<file path="src/qdrc_defs.svh">
`ifndef QDRC_DEFS_SVH
`define QDRC_DEFS_SVH

// ==================================================
// qdr sram geometry
// ==================================================

// one pad beat, rise or fall half of a user word
`define QDRC_DATA_W 36

// byte lanes per beat, 9 bits per lane
`define QDRC_BW_W 4

// burst address width
`define QDRC_ADDR_W 22

// ==================================================
// controller timing
// ==================================================

// read capture delay select, 2**5 delay stages
`define QDRC_DLY_W 5

// clk0 cycles from reset release to phy_rdy
`define QDRC_SETTLE 16

`endif
</file>
<file path="src/qdrc_pkg.sv">
`default_nettype none

`include "qdrc_defs.svh"

package qdrc_pkg;

  // widths with a meaning
  typedef logic [`QDRC_DATA_W-1:0]   qdr_beat_t;
  // low half rise beat, high half fall beat
  typedef logic [2*`QDRC_DATA_W-1:0] qdr_word_t;
  // user byte enables, active high, bit i covers bits 9i+8:9i
  typedef logic [2*`QDRC_BW_W-1:0]   qdr_be_t;
  // pad byte writes, active low
  typedef logic [`QDRC_BW_W-1:0]     qdr_bw_t;
  typedef logic [`QDRC_ADDR_W-1:0]   qdr_addr_t;
  typedef logic [`QDRC_DLY_W-1:0]    qdr_dly_t;

  // user write request
  typedef struct packed {
    qdr_addr_t addr;
    qdr_word_t data;
    qdr_be_t   be;
  } qdr_wr_req_t;

  // user read request
  typedef struct packed {
    qdr_addr_t addr;
  } qdr_rd_req_t;

  // everything the phy puts on the pads for one cycle
  typedef struct packed {
    logic      w_n;
    logic      r_n;
    qdr_addr_t sa;
    qdr_beat_t d_rise;
    qdr_beat_t d_fall;
    qdr_bw_t   bw_n_rise;
    qdr_bw_t   bw_n_fall;
  } qdr_pad_cmd_t;

  // last owner of the address bus
  typedef enum logic {OWNER_RD, OWNER_WR} arb_owner_t;

  typedef enum logic [1:0] {PHY_RESET, PHY_SETTLE, PHY_READY} phy_state_t;

endpackage

`default_nettype wire

</file>
<file path="src/qdr_controller.sv">
`timescale 1ns/1ps
`default_nettype none

module qdr_controller (
  input  wire logic                  clk0,
  // release once the clock is stable
  input  wire logic                  reset,
  input  wire logic                  idelay_rdy,
  input  wire qdrc_pkg::qdr_dly_t    rn_dly,
  // user write port
  input  wire logic                  wr_valid,
  input  wire qdrc_pkg::qdr_wr_req_t wr_req,
  output logic                       wr_ready,
  // user read port
  input  wire logic                  rd_valid,
  input  wire qdrc_pkg::qdr_rd_req_t rd_req,
  output logic                       rd_ready,
  output qdrc_pkg::qdr_word_t        rd_data,
  output logic                       rd_dvld,
  // sram pads
  output qdrc_pkg::qdr_addr_t        qdr_sa,
  output logic                       qdr_w_n,
  output logic                       qdr_r_n,
  output qdrc_pkg::qdr_beat_t        qdr_d_rise,
  output qdrc_pkg::qdr_beat_t        qdr_d_fall,
  output qdrc_pkg::qdr_bw_t          qdr_bw_n_rise,
  output qdrc_pkg::qdr_bw_t          qdr_bw_n_fall,
  input  wire qdrc_pkg::qdr_beat_t   qdr_q_rise,
  input  wire qdrc_pkg::qdr_beat_t   qdr_q_fall,
  output logic                       qdr_k,
  output logic                       qdr_dll_off_n,
  output logic                       phy_rdy
);

  import qdrc_pkg::*;

  logic         wr_grant;
  logic         rd_grant;
  qdr_wr_req_t  grant_wr;
  qdr_rd_req_t  grant_rd;
  qdr_pad_cmd_t wr_cmd;
  qdr_pad_cmd_t rd_cmd;
  qdr_word_t    q_word;

  // ==================================================
  // address bus arbitration
  // ==================================================

  qdrc_cmd_arb arb_i (
    .clk0     (clk0),
    .reset    (reset),
    .phy_rdy  (phy_rdy),
    .wr_valid (wr_valid),
    .wr_req   (wr_req),
    .rd_valid (rd_valid),
    .rd_req   (rd_req),
    .wr_ready (wr_ready),
    .rd_ready (rd_ready),
    .wr_grant (wr_grant),
    .rd_grant (rd_grant),
    .grant_wr (grant_wr),
    .grant_rd (grant_rd)
  );

  // write and read paths
  qdrc_wr wr_i (
    .clk0     (clk0),
    .reset    (reset),
    .wr_grant (wr_grant),
    .grant_wr (grant_wr),
    .wr_cmd   (wr_cmd)
  );

  qdrc_rd rd_i (
    .clk0     (clk0),
    .reset    (reset),
    .rd_grant (rd_grant),
    .grant_rd (grant_rd),
    .rn_dly   (rn_dly),
    .q_word   (q_word),
    .rd_cmd   (rd_cmd),
    .rd_data  (rd_data),
    .rd_dvld  (rd_dvld)
  );

  // ==================================================
  // pad side
  // ==================================================

  qdrc_phy phy_i (
    .clk0          (clk0),
    .reset         (reset),
    .idelay_rdy    (idelay_rdy),
    .cmd           ({wr_cmd, rd_cmd}),
    .qdr_q         ({qdr_q_fall, qdr_q_rise}),
    .phy_rdy       (phy_rdy),
    .q_word        (q_word),
    .qdr_sa        (qdr_sa),
    .qdr_w_n       (qdr_w_n),
    .qdr_r_n       (qdr_r_n),
    .qdr_d_rise    (qdr_d_rise),
    .qdr_d_fall    (qdr_d_fall),
    .qdr_bw_n_rise (qdr_bw_n_rise),
    .qdr_bw_n_fall (qdr_bw_n_fall),
    .qdr_k         (qdr_k),
    .qdr_dll_off_n (qdr_dll_off_n)
  );

endmodule

`default_nettype wire

</file>
<file path="src/qdrc_phy.sv">
`timescale 1ns/1ps
`default_nettype none

`include "qdrc_defs.svh"

module qdrc_phy (
  input  wire logic                         clk0,
  input  wire logic                         reset,
  input  wire logic                         idelay_rdy,
  // [1] from the write path, [0] from the read path
  input  wire qdrc_pkg::qdr_pad_cmd_t [1:0] cmd,
  input  wire qdrc_pkg::qdr_word_t          qdr_q,
  output logic                              phy_rdy,
  output qdrc_pkg::qdr_word_t               q_word,
  output qdrc_pkg::qdr_addr_t               qdr_sa,
  output logic                              qdr_w_n,
  output logic                              qdr_r_n,
  output qdrc_pkg::qdr_beat_t               qdr_d_rise,
  output qdrc_pkg::qdr_beat_t               qdr_d_fall,
  output qdrc_pkg::qdr_bw_t                 qdr_bw_n_rise,
  output qdrc_pkg::qdr_bw_t                 qdr_bw_n_fall,
  output logic                              qdr_k,
  output logic                              qdr_dll_off_n
);

  import qdrc_pkg::*;

  localparam int CMD_RD = 0;
  localparam int CMD_WR = 1;
  localparam int CNT_W  = $clog2(`QDRC_SETTLE);
  // one cycle lost to the reset retime, one to PHY_RESET
  localparam logic [CNT_W-1:0] SETTLE_LAST = CNT_W'(`QDRC_SETTLE - 2);

  logic             rst_q;
  phy_state_t       state;
  logic [CNT_W-1:0] settle_cnt;
  qdr_pad_cmd_t     merged;

  // ==================================================
  // reset combine and settle
  // ==================================================

  // delay elements not ready counts as reset
  always_ff @(posedge clk0) begin
    rst_q <= reset | ~idelay_rdy;
  end

  always_ff @(posedge clk0) begin
    if (rst_q) begin
      state         <= PHY_RESET;
      settle_cnt    <= '0;
      qdr_dll_off_n <= 1'b0;
    end else begin
      case (state)
        PHY_RESET: begin
          state      <= PHY_SETTLE;
          settle_cnt <= '0;
        end
        PHY_SETTLE: begin
          if (settle_cnt == SETTLE_LAST) begin
            state         <= PHY_READY;
            // sram dll enabled together with phy_rdy
            qdr_dll_off_n <= 1'b1;
          end else begin
            settle_cnt <= settle_cnt + 1'b1;
          end
        end
        PHY_READY: begin
          // stay until the next reset
          state <= PHY_READY;
        end
        default: state <= PHY_RESET;
      endcase
    end
  end

  assign phy_rdy = (state == PHY_READY);

  // ==================================================
  // command merge and pad registers
  // ==================================================

  // paths never drive at once, idle fields are neutral
  always_comb begin
    merged.w_n       = cmd[CMD_WR].w_n & cmd[CMD_RD].w_n;
    merged.r_n       = cmd[CMD_WR].r_n & cmd[CMD_RD].r_n;
    // address of whichever path is active
    merged.sa        = ~cmd[CMD_RD].r_n ? cmd[CMD_RD].sa : cmd[CMD_WR].sa;
    merged.d_rise    = cmd[CMD_WR].d_rise | cmd[CMD_RD].d_rise;
    merged.d_fall    = cmd[CMD_WR].d_fall | cmd[CMD_RD].d_fall;
    merged.bw_n_rise = cmd[CMD_WR].bw_n_rise & cmd[CMD_RD].bw_n_rise;
    merged.bw_n_fall = cmd[CMD_WR].bw_n_fall & cmd[CMD_RD].bw_n_fall;
  end

  // strobes and byte writes inactive in reset
  always_ff @(posedge clk0) begin
    if (rst_q) begin
      qdr_w_n       <= 1'b1;
      qdr_r_n       <= 1'b1;
      qdr_bw_n_rise <= '1;
      qdr_bw_n_fall <= '1;
      qdr_k         <= 1'b0;
    end else begin
      qdr_w_n       <= merged.w_n;
      qdr_r_n       <= merged.r_n;
      qdr_bw_n_rise <= merged.bw_n_rise;
      qdr_bw_n_fall <= merged.bw_n_fall;
      // sram clock, one toggle per clk0
      qdr_k         <= ~qdr_k;
    end
  end

  // address and data, qualified by the strobes
  always_ff @(posedge clk0) begin
    qdr_sa     <= merged.sa;
    qdr_d_rise <= merged.d_rise;
    qdr_d_fall <= merged.d_fall;
  end

  // returned data, fall half on top of rise half
  always_ff @(posedge clk0) begin
    q_word <= qdr_q;
  end

endmodule

`default_nettype wire

</file>
<file path="src/qdrc_rd.sv">
`timescale 1ns/1ps
`default_nettype none

`include "qdrc_defs.svh"

module qdrc_rd (
  input  wire logic                  clk0,
  input  wire logic                  reset,
  input  wire logic                  rd_grant,
  input  wire qdrc_pkg::qdr_rd_req_t grant_rd,
  input  wire qdrc_pkg::qdr_dly_t    rn_dly,
  input  wire qdrc_pkg::qdr_word_t   q_word,
  output qdrc_pkg::qdr_pad_cmd_t     rd_cmd,
  output qdrc_pkg::qdr_word_t        rd_data,
  output logic                       rd_dvld
);

  import qdrc_pkg::*;

  // one stage per rn_dly value
  localparam int DLY_STAGES = 2 ** `QDRC_DLY_W;

  logic                  r_n_q;
  qdr_addr_t             sa_q;
  // tracks the phy pad register, high in the qdr_r_n cycle
  logic                  pad_vld_q;
  logic [DLY_STAGES-1:0] vld_line;

  // ==================================================
  // read command and in-flight tracking
  // ==================================================

  // one bit per read walks down the line
  // several reads can be in flight at once
  always_ff @(posedge clk0) begin
    if (reset) begin
      r_n_q     <= 1'b1;
      pad_vld_q <= 1'b0;
      vld_line  <= '0;
      rd_dvld   <= 1'b0;
    end else begin
      r_n_q     <= ~rd_grant;
      pad_vld_q <= ~r_n_q;
      vld_line  <= {vld_line[DLY_STAGES-2:0], pad_vld_q};
      // tap chosen at run time
      rd_dvld   <= vld_line[rn_dly];
    end
  end

  // read address for the phy
  always_ff @(posedge clk0) begin
    if (rd_grant) begin
      sa_q <= grant_rd.addr;
    end
  end

  // capture rn_dly+1 cycles after the qdr_r_n cycle
  always_ff @(posedge clk0) begin
    if (vld_line[rn_dly]) begin
      rd_data <= q_word;
    end
  end

  // read side of the pad command, write fields idle
  always_comb begin
    rd_cmd.w_n       = 1'b1;
    rd_cmd.r_n       = r_n_q;
    rd_cmd.sa        = sa_q;
    rd_cmd.d_rise    = '0;
    rd_cmd.d_fall    = '0;
    rd_cmd.bw_n_rise = '1;
    rd_cmd.bw_n_fall = '1;
  end

endmodule

`default_nettype wire

</file>
<file path="src/qdrc_wr.sv">
`timescale 1ns/1ps
`default_nettype none

`include "qdrc_defs.svh"

module qdrc_wr (
  input  wire logic                  clk0,
  input  wire logic                  reset,
  input  wire logic                  wr_grant,
  input  wire qdrc_pkg::qdr_wr_req_t grant_wr,
  output qdrc_pkg::qdr_pad_cmd_t     wr_cmd
);

  import qdrc_pkg::*;

  logic      w_n_q;
  qdr_addr_t sa_q;
  qdr_word_t data_q;
  qdr_be_t   bw_n_q;

  // write strobe, idle high
  always_ff @(posedge clk0) begin
    if (reset) begin
      w_n_q <= 1'b1;
    end else begin
      w_n_q <= ~wr_grant;
    end
  end

  // granted write held for the phy
  // byte enables flipped to pad polarity here
  always_ff @(posedge clk0) begin
    if (wr_grant) begin
      sa_q   <= grant_wr.addr;
      data_q <= grant_wr.data;
      bw_n_q <= ~grant_wr.be;
    end
  end

  // ==================================================
  // write beat
  // ==================================================

  always_comb begin
    wr_cmd.w_n       = w_n_q;
    // read strobe belongs to the read path
    wr_cmd.r_n       = 1'b1;
    wr_cmd.sa        = sa_q;
    // low half on the rising edge, high half on the falling edge
    wr_cmd.d_rise    = data_q[`QDRC_DATA_W-1:0];
    wr_cmd.d_fall    = data_q[2*`QDRC_DATA_W-1:`QDRC_DATA_W];
    wr_cmd.bw_n_rise = bw_n_q[`QDRC_BW_W-1:0];
    wr_cmd.bw_n_fall = bw_n_q[2*`QDRC_BW_W-1:`QDRC_BW_W];
  end

endmodule

`default_nettype wire

</file>
<file path="src/qdrc_cmd_arb.sv">
`timescale 1ns/1ps
`default_nettype none

module qdrc_cmd_arb (
  input  wire logic                  clk0,
  input  wire logic                  reset,
  input  wire logic                  phy_rdy,
  input  wire logic                  wr_valid,
  input  wire qdrc_pkg::qdr_wr_req_t wr_req,
  input  wire logic                  rd_valid,
  input  wire qdrc_pkg::qdr_rd_req_t rd_req,
  output logic                       wr_ready,
  output logic                       rd_ready,
  output logic                       wr_grant,
  output logic                       rd_grant,
  output qdrc_pkg::qdr_wr_req_t      grant_wr,
  output qdrc_pkg::qdr_rd_req_t      grant_rd
);

  import qdrc_pkg::*;

  // who had the address bus last time
  arb_owner_t last_owner;

  logic pick_wr;
  logic pick_rd;

  // ==================================================
  // owner select
  // ==================================================

  // write wins when alone, or when the read went last
  // read wins when alone, or when the write went last
  // nothing is picked until the phy is up
  always_comb begin
    pick_wr = phy_rdy & wr_valid & (~rd_valid | (last_owner == OWNER_RD));
    pick_rd = phy_rdy & rd_valid & (~wr_valid | (last_owner == OWNER_WR));
  end

  // ready only towards the winner, so never both
  assign wr_ready = pick_wr;
  assign rd_ready = pick_rd;

  // handshake complete this cycle
  assign wr_grant = pick_wr & wr_valid;
  assign rd_grant = pick_rd & rd_valid;

  // winning request on to its path, zeros otherwise
  always_comb begin
    grant_wr = '0;
    grant_rd = '0;
    if (wr_grant) begin
      grant_wr = wr_req;
    end
    if (rd_grant) begin
      grant_rd = rd_req;
    end
  end

  // ==================================================
  // alternating priority state
  // ==================================================

  always_ff @(posedge clk0) begin
    if (reset) begin
      // first contended cycle goes to the write port
      last_owner <= OWNER_RD;
    end else if (wr_grant) begin
      last_owner <= OWNER_WR;
    end else if (rd_grant) begin
      last_owner <= OWNER_RD;
    end
  end

endmodule

`default_nettype wire

</file>
<file path="config.mk">
export PLATFORM = sky130hd
export DESIGN_NAME = qdr_controller
export DESIGN_NICKNAME = d
export VERILOG_FILES = /design/src/qdrc_pkg.sv /design/src/qdr_controller.sv /design/src/qdrc_phy.sv /design/src/qdrc_rd.sv /design/src/qdrc_wr.sv /design/src/qdrc_cmd_arb.sv
export VERILOG_INCLUDE_DIRS = /design/src
export SDC_FILE = /design/constraint.sdc
export NUM_CORES = 1
export LEC_CHECK = 0
export BUFFER_PORTS_ARGS = -buffer_cell sky130_fd_sc_hd__buf_4
export CAP_MARGIN = 10
export CELL_PAD_IN_SITES_DETAIL_PLACEMENT = 0
export CELL_PAD_IN_SITES_GLOBAL_PLACEMENT = 1
export CORE_UTILIZATION = 45
export DETAILED_ROUTE_END_ITERATION = 8
export MAX_ROUTING_LAYER = met4
export PLACE_DENSITY = 0.95
export SLEW_MARGIN = 5
export SYNTH_ARGS = -nofsm -noshare
export SYNTH_HDL_FRONTEND = slang
export SYNTH_HIERARCHICAL = 1
export SYNTH_SLANG_ARGS = --single-unit
</file>
<file path="constraint.sdc">
create_clock -name clk0 -period 14.74 [get_ports clk0]
set_clock_uncertainty 0.15 [all_clocks]
set_input_delay 0.737 -clock clk0 [delete_from_list [all_inputs] [get_ports clk0]]
set_output_delay 0.737 -clock clk0 [all_outputs]
set_load 0.03 [all_outputs]
</file>
==> flow_summary_export.csv <==
group,metric,value,unit
status,outcome,"complete, no violations",
timing,setup_tns,0,ns
timing,fmax,311,MHz
place,placedCellCount,1643,
cells_and_area,syn_to_final_growth,30.3,%
die,die_x,179,um
synth,syn_inst,899,
cells_and_area,diodes,0,
cts,ctsRootBufferMaster,"clkbuf_16",
drt,wl_met3,1.73,mm
die,die-area,31900,um^2
timing,setup_viol,0,
drt,routed_wl,28.5,mm
synth,synth_ff_type,"dfxtp_1",
drt,first_iter_violations,452,
worst_setup_path,reg2reg_from,"phy_i/state[0]$_SDFFE_PP0P_",
synth,synth-seq-area-share,73.5,%
cts,cts_max_path_buffers,3,
cts,cts_setup_buffers,0,
min_path,hp-start,"qdr_q_rise[10]",
place,place_area,16900,um^2
worst_setup_path,required,14.72,ns
cells_and_area,fin_cells,1720,
cells_and_area,multiInputGateArea,3140,um^2
power,powerDensity,135,nW/um^2
timing,hold_viol_final,0,
cts,h-tree-depth,2,
timing,fin_crit_sh,21.8,%
cells_and_area,nets,1502,
cts,hold_buffers,0,
place,place.gp.congestion,0.841,
synth,synth_area_per_cell,15.6,um^2
global_route,antenna_found_initial,0,
timing,grt_setup_unrepaired,"false",
place,hpwl,19.6,mm
cts,ctsResizeCount,0,
worst_setup_path,start_kind,"register",
timing,tightestPinTransition,1.16,ns
die,fp.dieH,179,um
place,io_buffers,387,
min_path,hold_path_class,"in2reg",
global_route,first_global_vias,7621,
cts,cts_tree,"built",
drt,wl_met2,14.6,mm
worst_setup_path,cp.arrival,3.20,ns
power,ir_drop,0.0000847,V
cts,cts_num_sinks,418,
timing,layout_min_cycle_time,3.22,ns
worst_setup_path,cp_max_fo,83,
die,boundaryPins,388,
synth,synthArstFlopShare,0,%
run,cap_violations,0,
cells_and_area,stdcell_area,18300,um^2
drt,drtPass1Iterations,4,
cells_and_area,fillers,2314,
timing,drv_slew,0,
die,num_rows,64,
synth,yosysWarnings,6,
global_route,grt_pass1_wl,41.0,mm
synth,syn_area,14100,um^2
drt,wl_per_cell,16.6,um
cts,cts_buffers,42,
drt,top_layer,"met4",
global_route,overflow,0,
global_route,track_usage,17.4,%
synth,synth.distinct_cells,35,
timing,max-slew-margin-rel,22.6,%
drt,final_antenna_net_count,0,
die,start_util,45.8,%
cells_and_area,layout_commonest_cell,"buf_4",
worst_setup_path,criticalPathCategory,"reg2reg",
worst_setup_path,crit_start,"phy_i/state[0]$_SDFFE_PP0P_",
drt,drcViolationCount,0,
cells_and_area,most-common-layout-cells,"buf_4, dfxtp_1, edfxtp_1",
cts,insertion_delay,0.53,ns
worst_setup_path,crit_path_end_kind,"register",
cells_and_area,layout-drive-gt1-share,46.6,%
power,leakagePower,7.68,nW
drt,vias,7842,
synth,synth_edf_count,196,
drt,via_per_inst,4.56,
cells_and_area,regArea,10300,um^2
global_route,grt_max_degree,84,
die,core_region_area,30700,um^2
cts,clkTransAtPathRegs,0.06,ns
synth,synth-seq-cells,418,
drt,wl_met1,11.4,mm
-- final timing paths --
| path | endpoint | slack, ns | depth (start not counted) |
|---|---|---|---|
| worst max register to register | wr_i/data_q[4]$_DFFE_PP_ | 11.52 | 5 |
| worst min register to register | rd_i/rd_data[12]$_DFFE_PP_ | 0.24 | 0 |
| worst max-delay path | wr_i/data_q[4]$_DFFE_PP_ | 11.52 | 5 |
| worst min-delay path | phy_i/q_word[10]$_DFF_P_ | 0.15 | 1 |
-- per-layer routing --
metal | vias to the layer above | global-route usage [%]
met3 | 46 | 3.80
met5 | - | -
met2 | 279 | 28.8
met4 | 0 | 6.60
met1 | 3779 | 20.6
li1 | 3738 | -
-- layout make-up --
class                   instances  area share, %
flip-flops and latches        418           56.4
multi-input cells             426           17.2
repair buffers                391           16.0
clock buffers                  64           6.69
well taps                     396           2.71
clock inverters                13          0.765
inverters                      12          0.246
-- flip-flops by register name, indices dropped and copies added (netlist names), 8 cells and up --
register          flops
phy_i/q_word         72
phy_i/qdr_d_fall     36
rd_i/rd_data         72
wr_i/data_q          72
rd_i/vld_line        32
wr_i/sa_q            22
rd_i/sa_q            22
phy_i/qdr_d_rise     36
phy_i/qdr_sa         22
wr_i/bw_n_q           8
-- per-stage QoR --
step	hold WS, ns	worst slack, ns	power [mW]	utilization, %
floorplan	0.236	8.39	1.38	-
global placement	0.235	11.50	1.45	55.3
detailed placement	0.239	11.40	1.45	55.3
CTS	0.123	11.50	2.49	59.7
global route	0.128	11.34	2.55	59.7
finish	0.152	11.52	2.46	59.7
-- where the power goes --
group	internal, mW	total, mW	switching (mW)
combinational	0.0784	0.168	0.0898
clock	0.612	1.03	0.421
sequential	1.25	1.26	0.0116
-- cells by family after synthesis --
group / after synthesis / synth area share [%]
DFF: 418 / 73.5
buffers and inverters: 134 / 6.48
and+or+nand+nor: 266 / 14.8
AOI/OAI and AO/OA: 35 / 1.78
muxes: 38 / 2.90
other: 3 / 0.0801
adders and majority gates: 5 / 0.445
-- critical path, cell delays in order, from the launching register on --
cell     delay (ns)
dfxtp_1        0.32
inv_1          0.09
ha_1           0.31
nand2_4        0.32
nor2_4         0.61
buf_4          0.91
-- synthesized netlist by cell type (2+ instances only) --
cell type / n / area share, %
mux2i_1: 16 / 1.1
nor2b_1: 35 / 1.6
and2_1: 2 / 0.089
nor3b_1: 66 / 3.5
nor3b_2: 58 / 5.2
nor2_1: 10 / 0.27
buf_6: 9 / 0.72
a21oi_1: 11 / 0.39
nand2_1: 6 / 0.16
dfxtp_1: 222 / 32
buf_4: 85 / 4.5
nand3_1: 5 / 0.18
a22oi_1: 3 / 0.16
edfxtp_1: 196 / 42
ha_1: 5 / 0.45
a21o_1: 11 / 0.59
inv_1: 12 / 0.32
conb_1: 3 / 0.080
a21bo_2: 2 / 0.14
nand2b_1: 5 / 0.22
mux2_2: 22 / 1.8
a311oi_1: 3 / 0.19
clkbuf_1: 11 / 0.29
a22o_1: 2 / 0.12
or2_2: 72 / 3.2
nor3_1: 2 / 0.071
buf_2: 17 / 0.61
No activity file was read; power rests on OpenSTA's default activity.
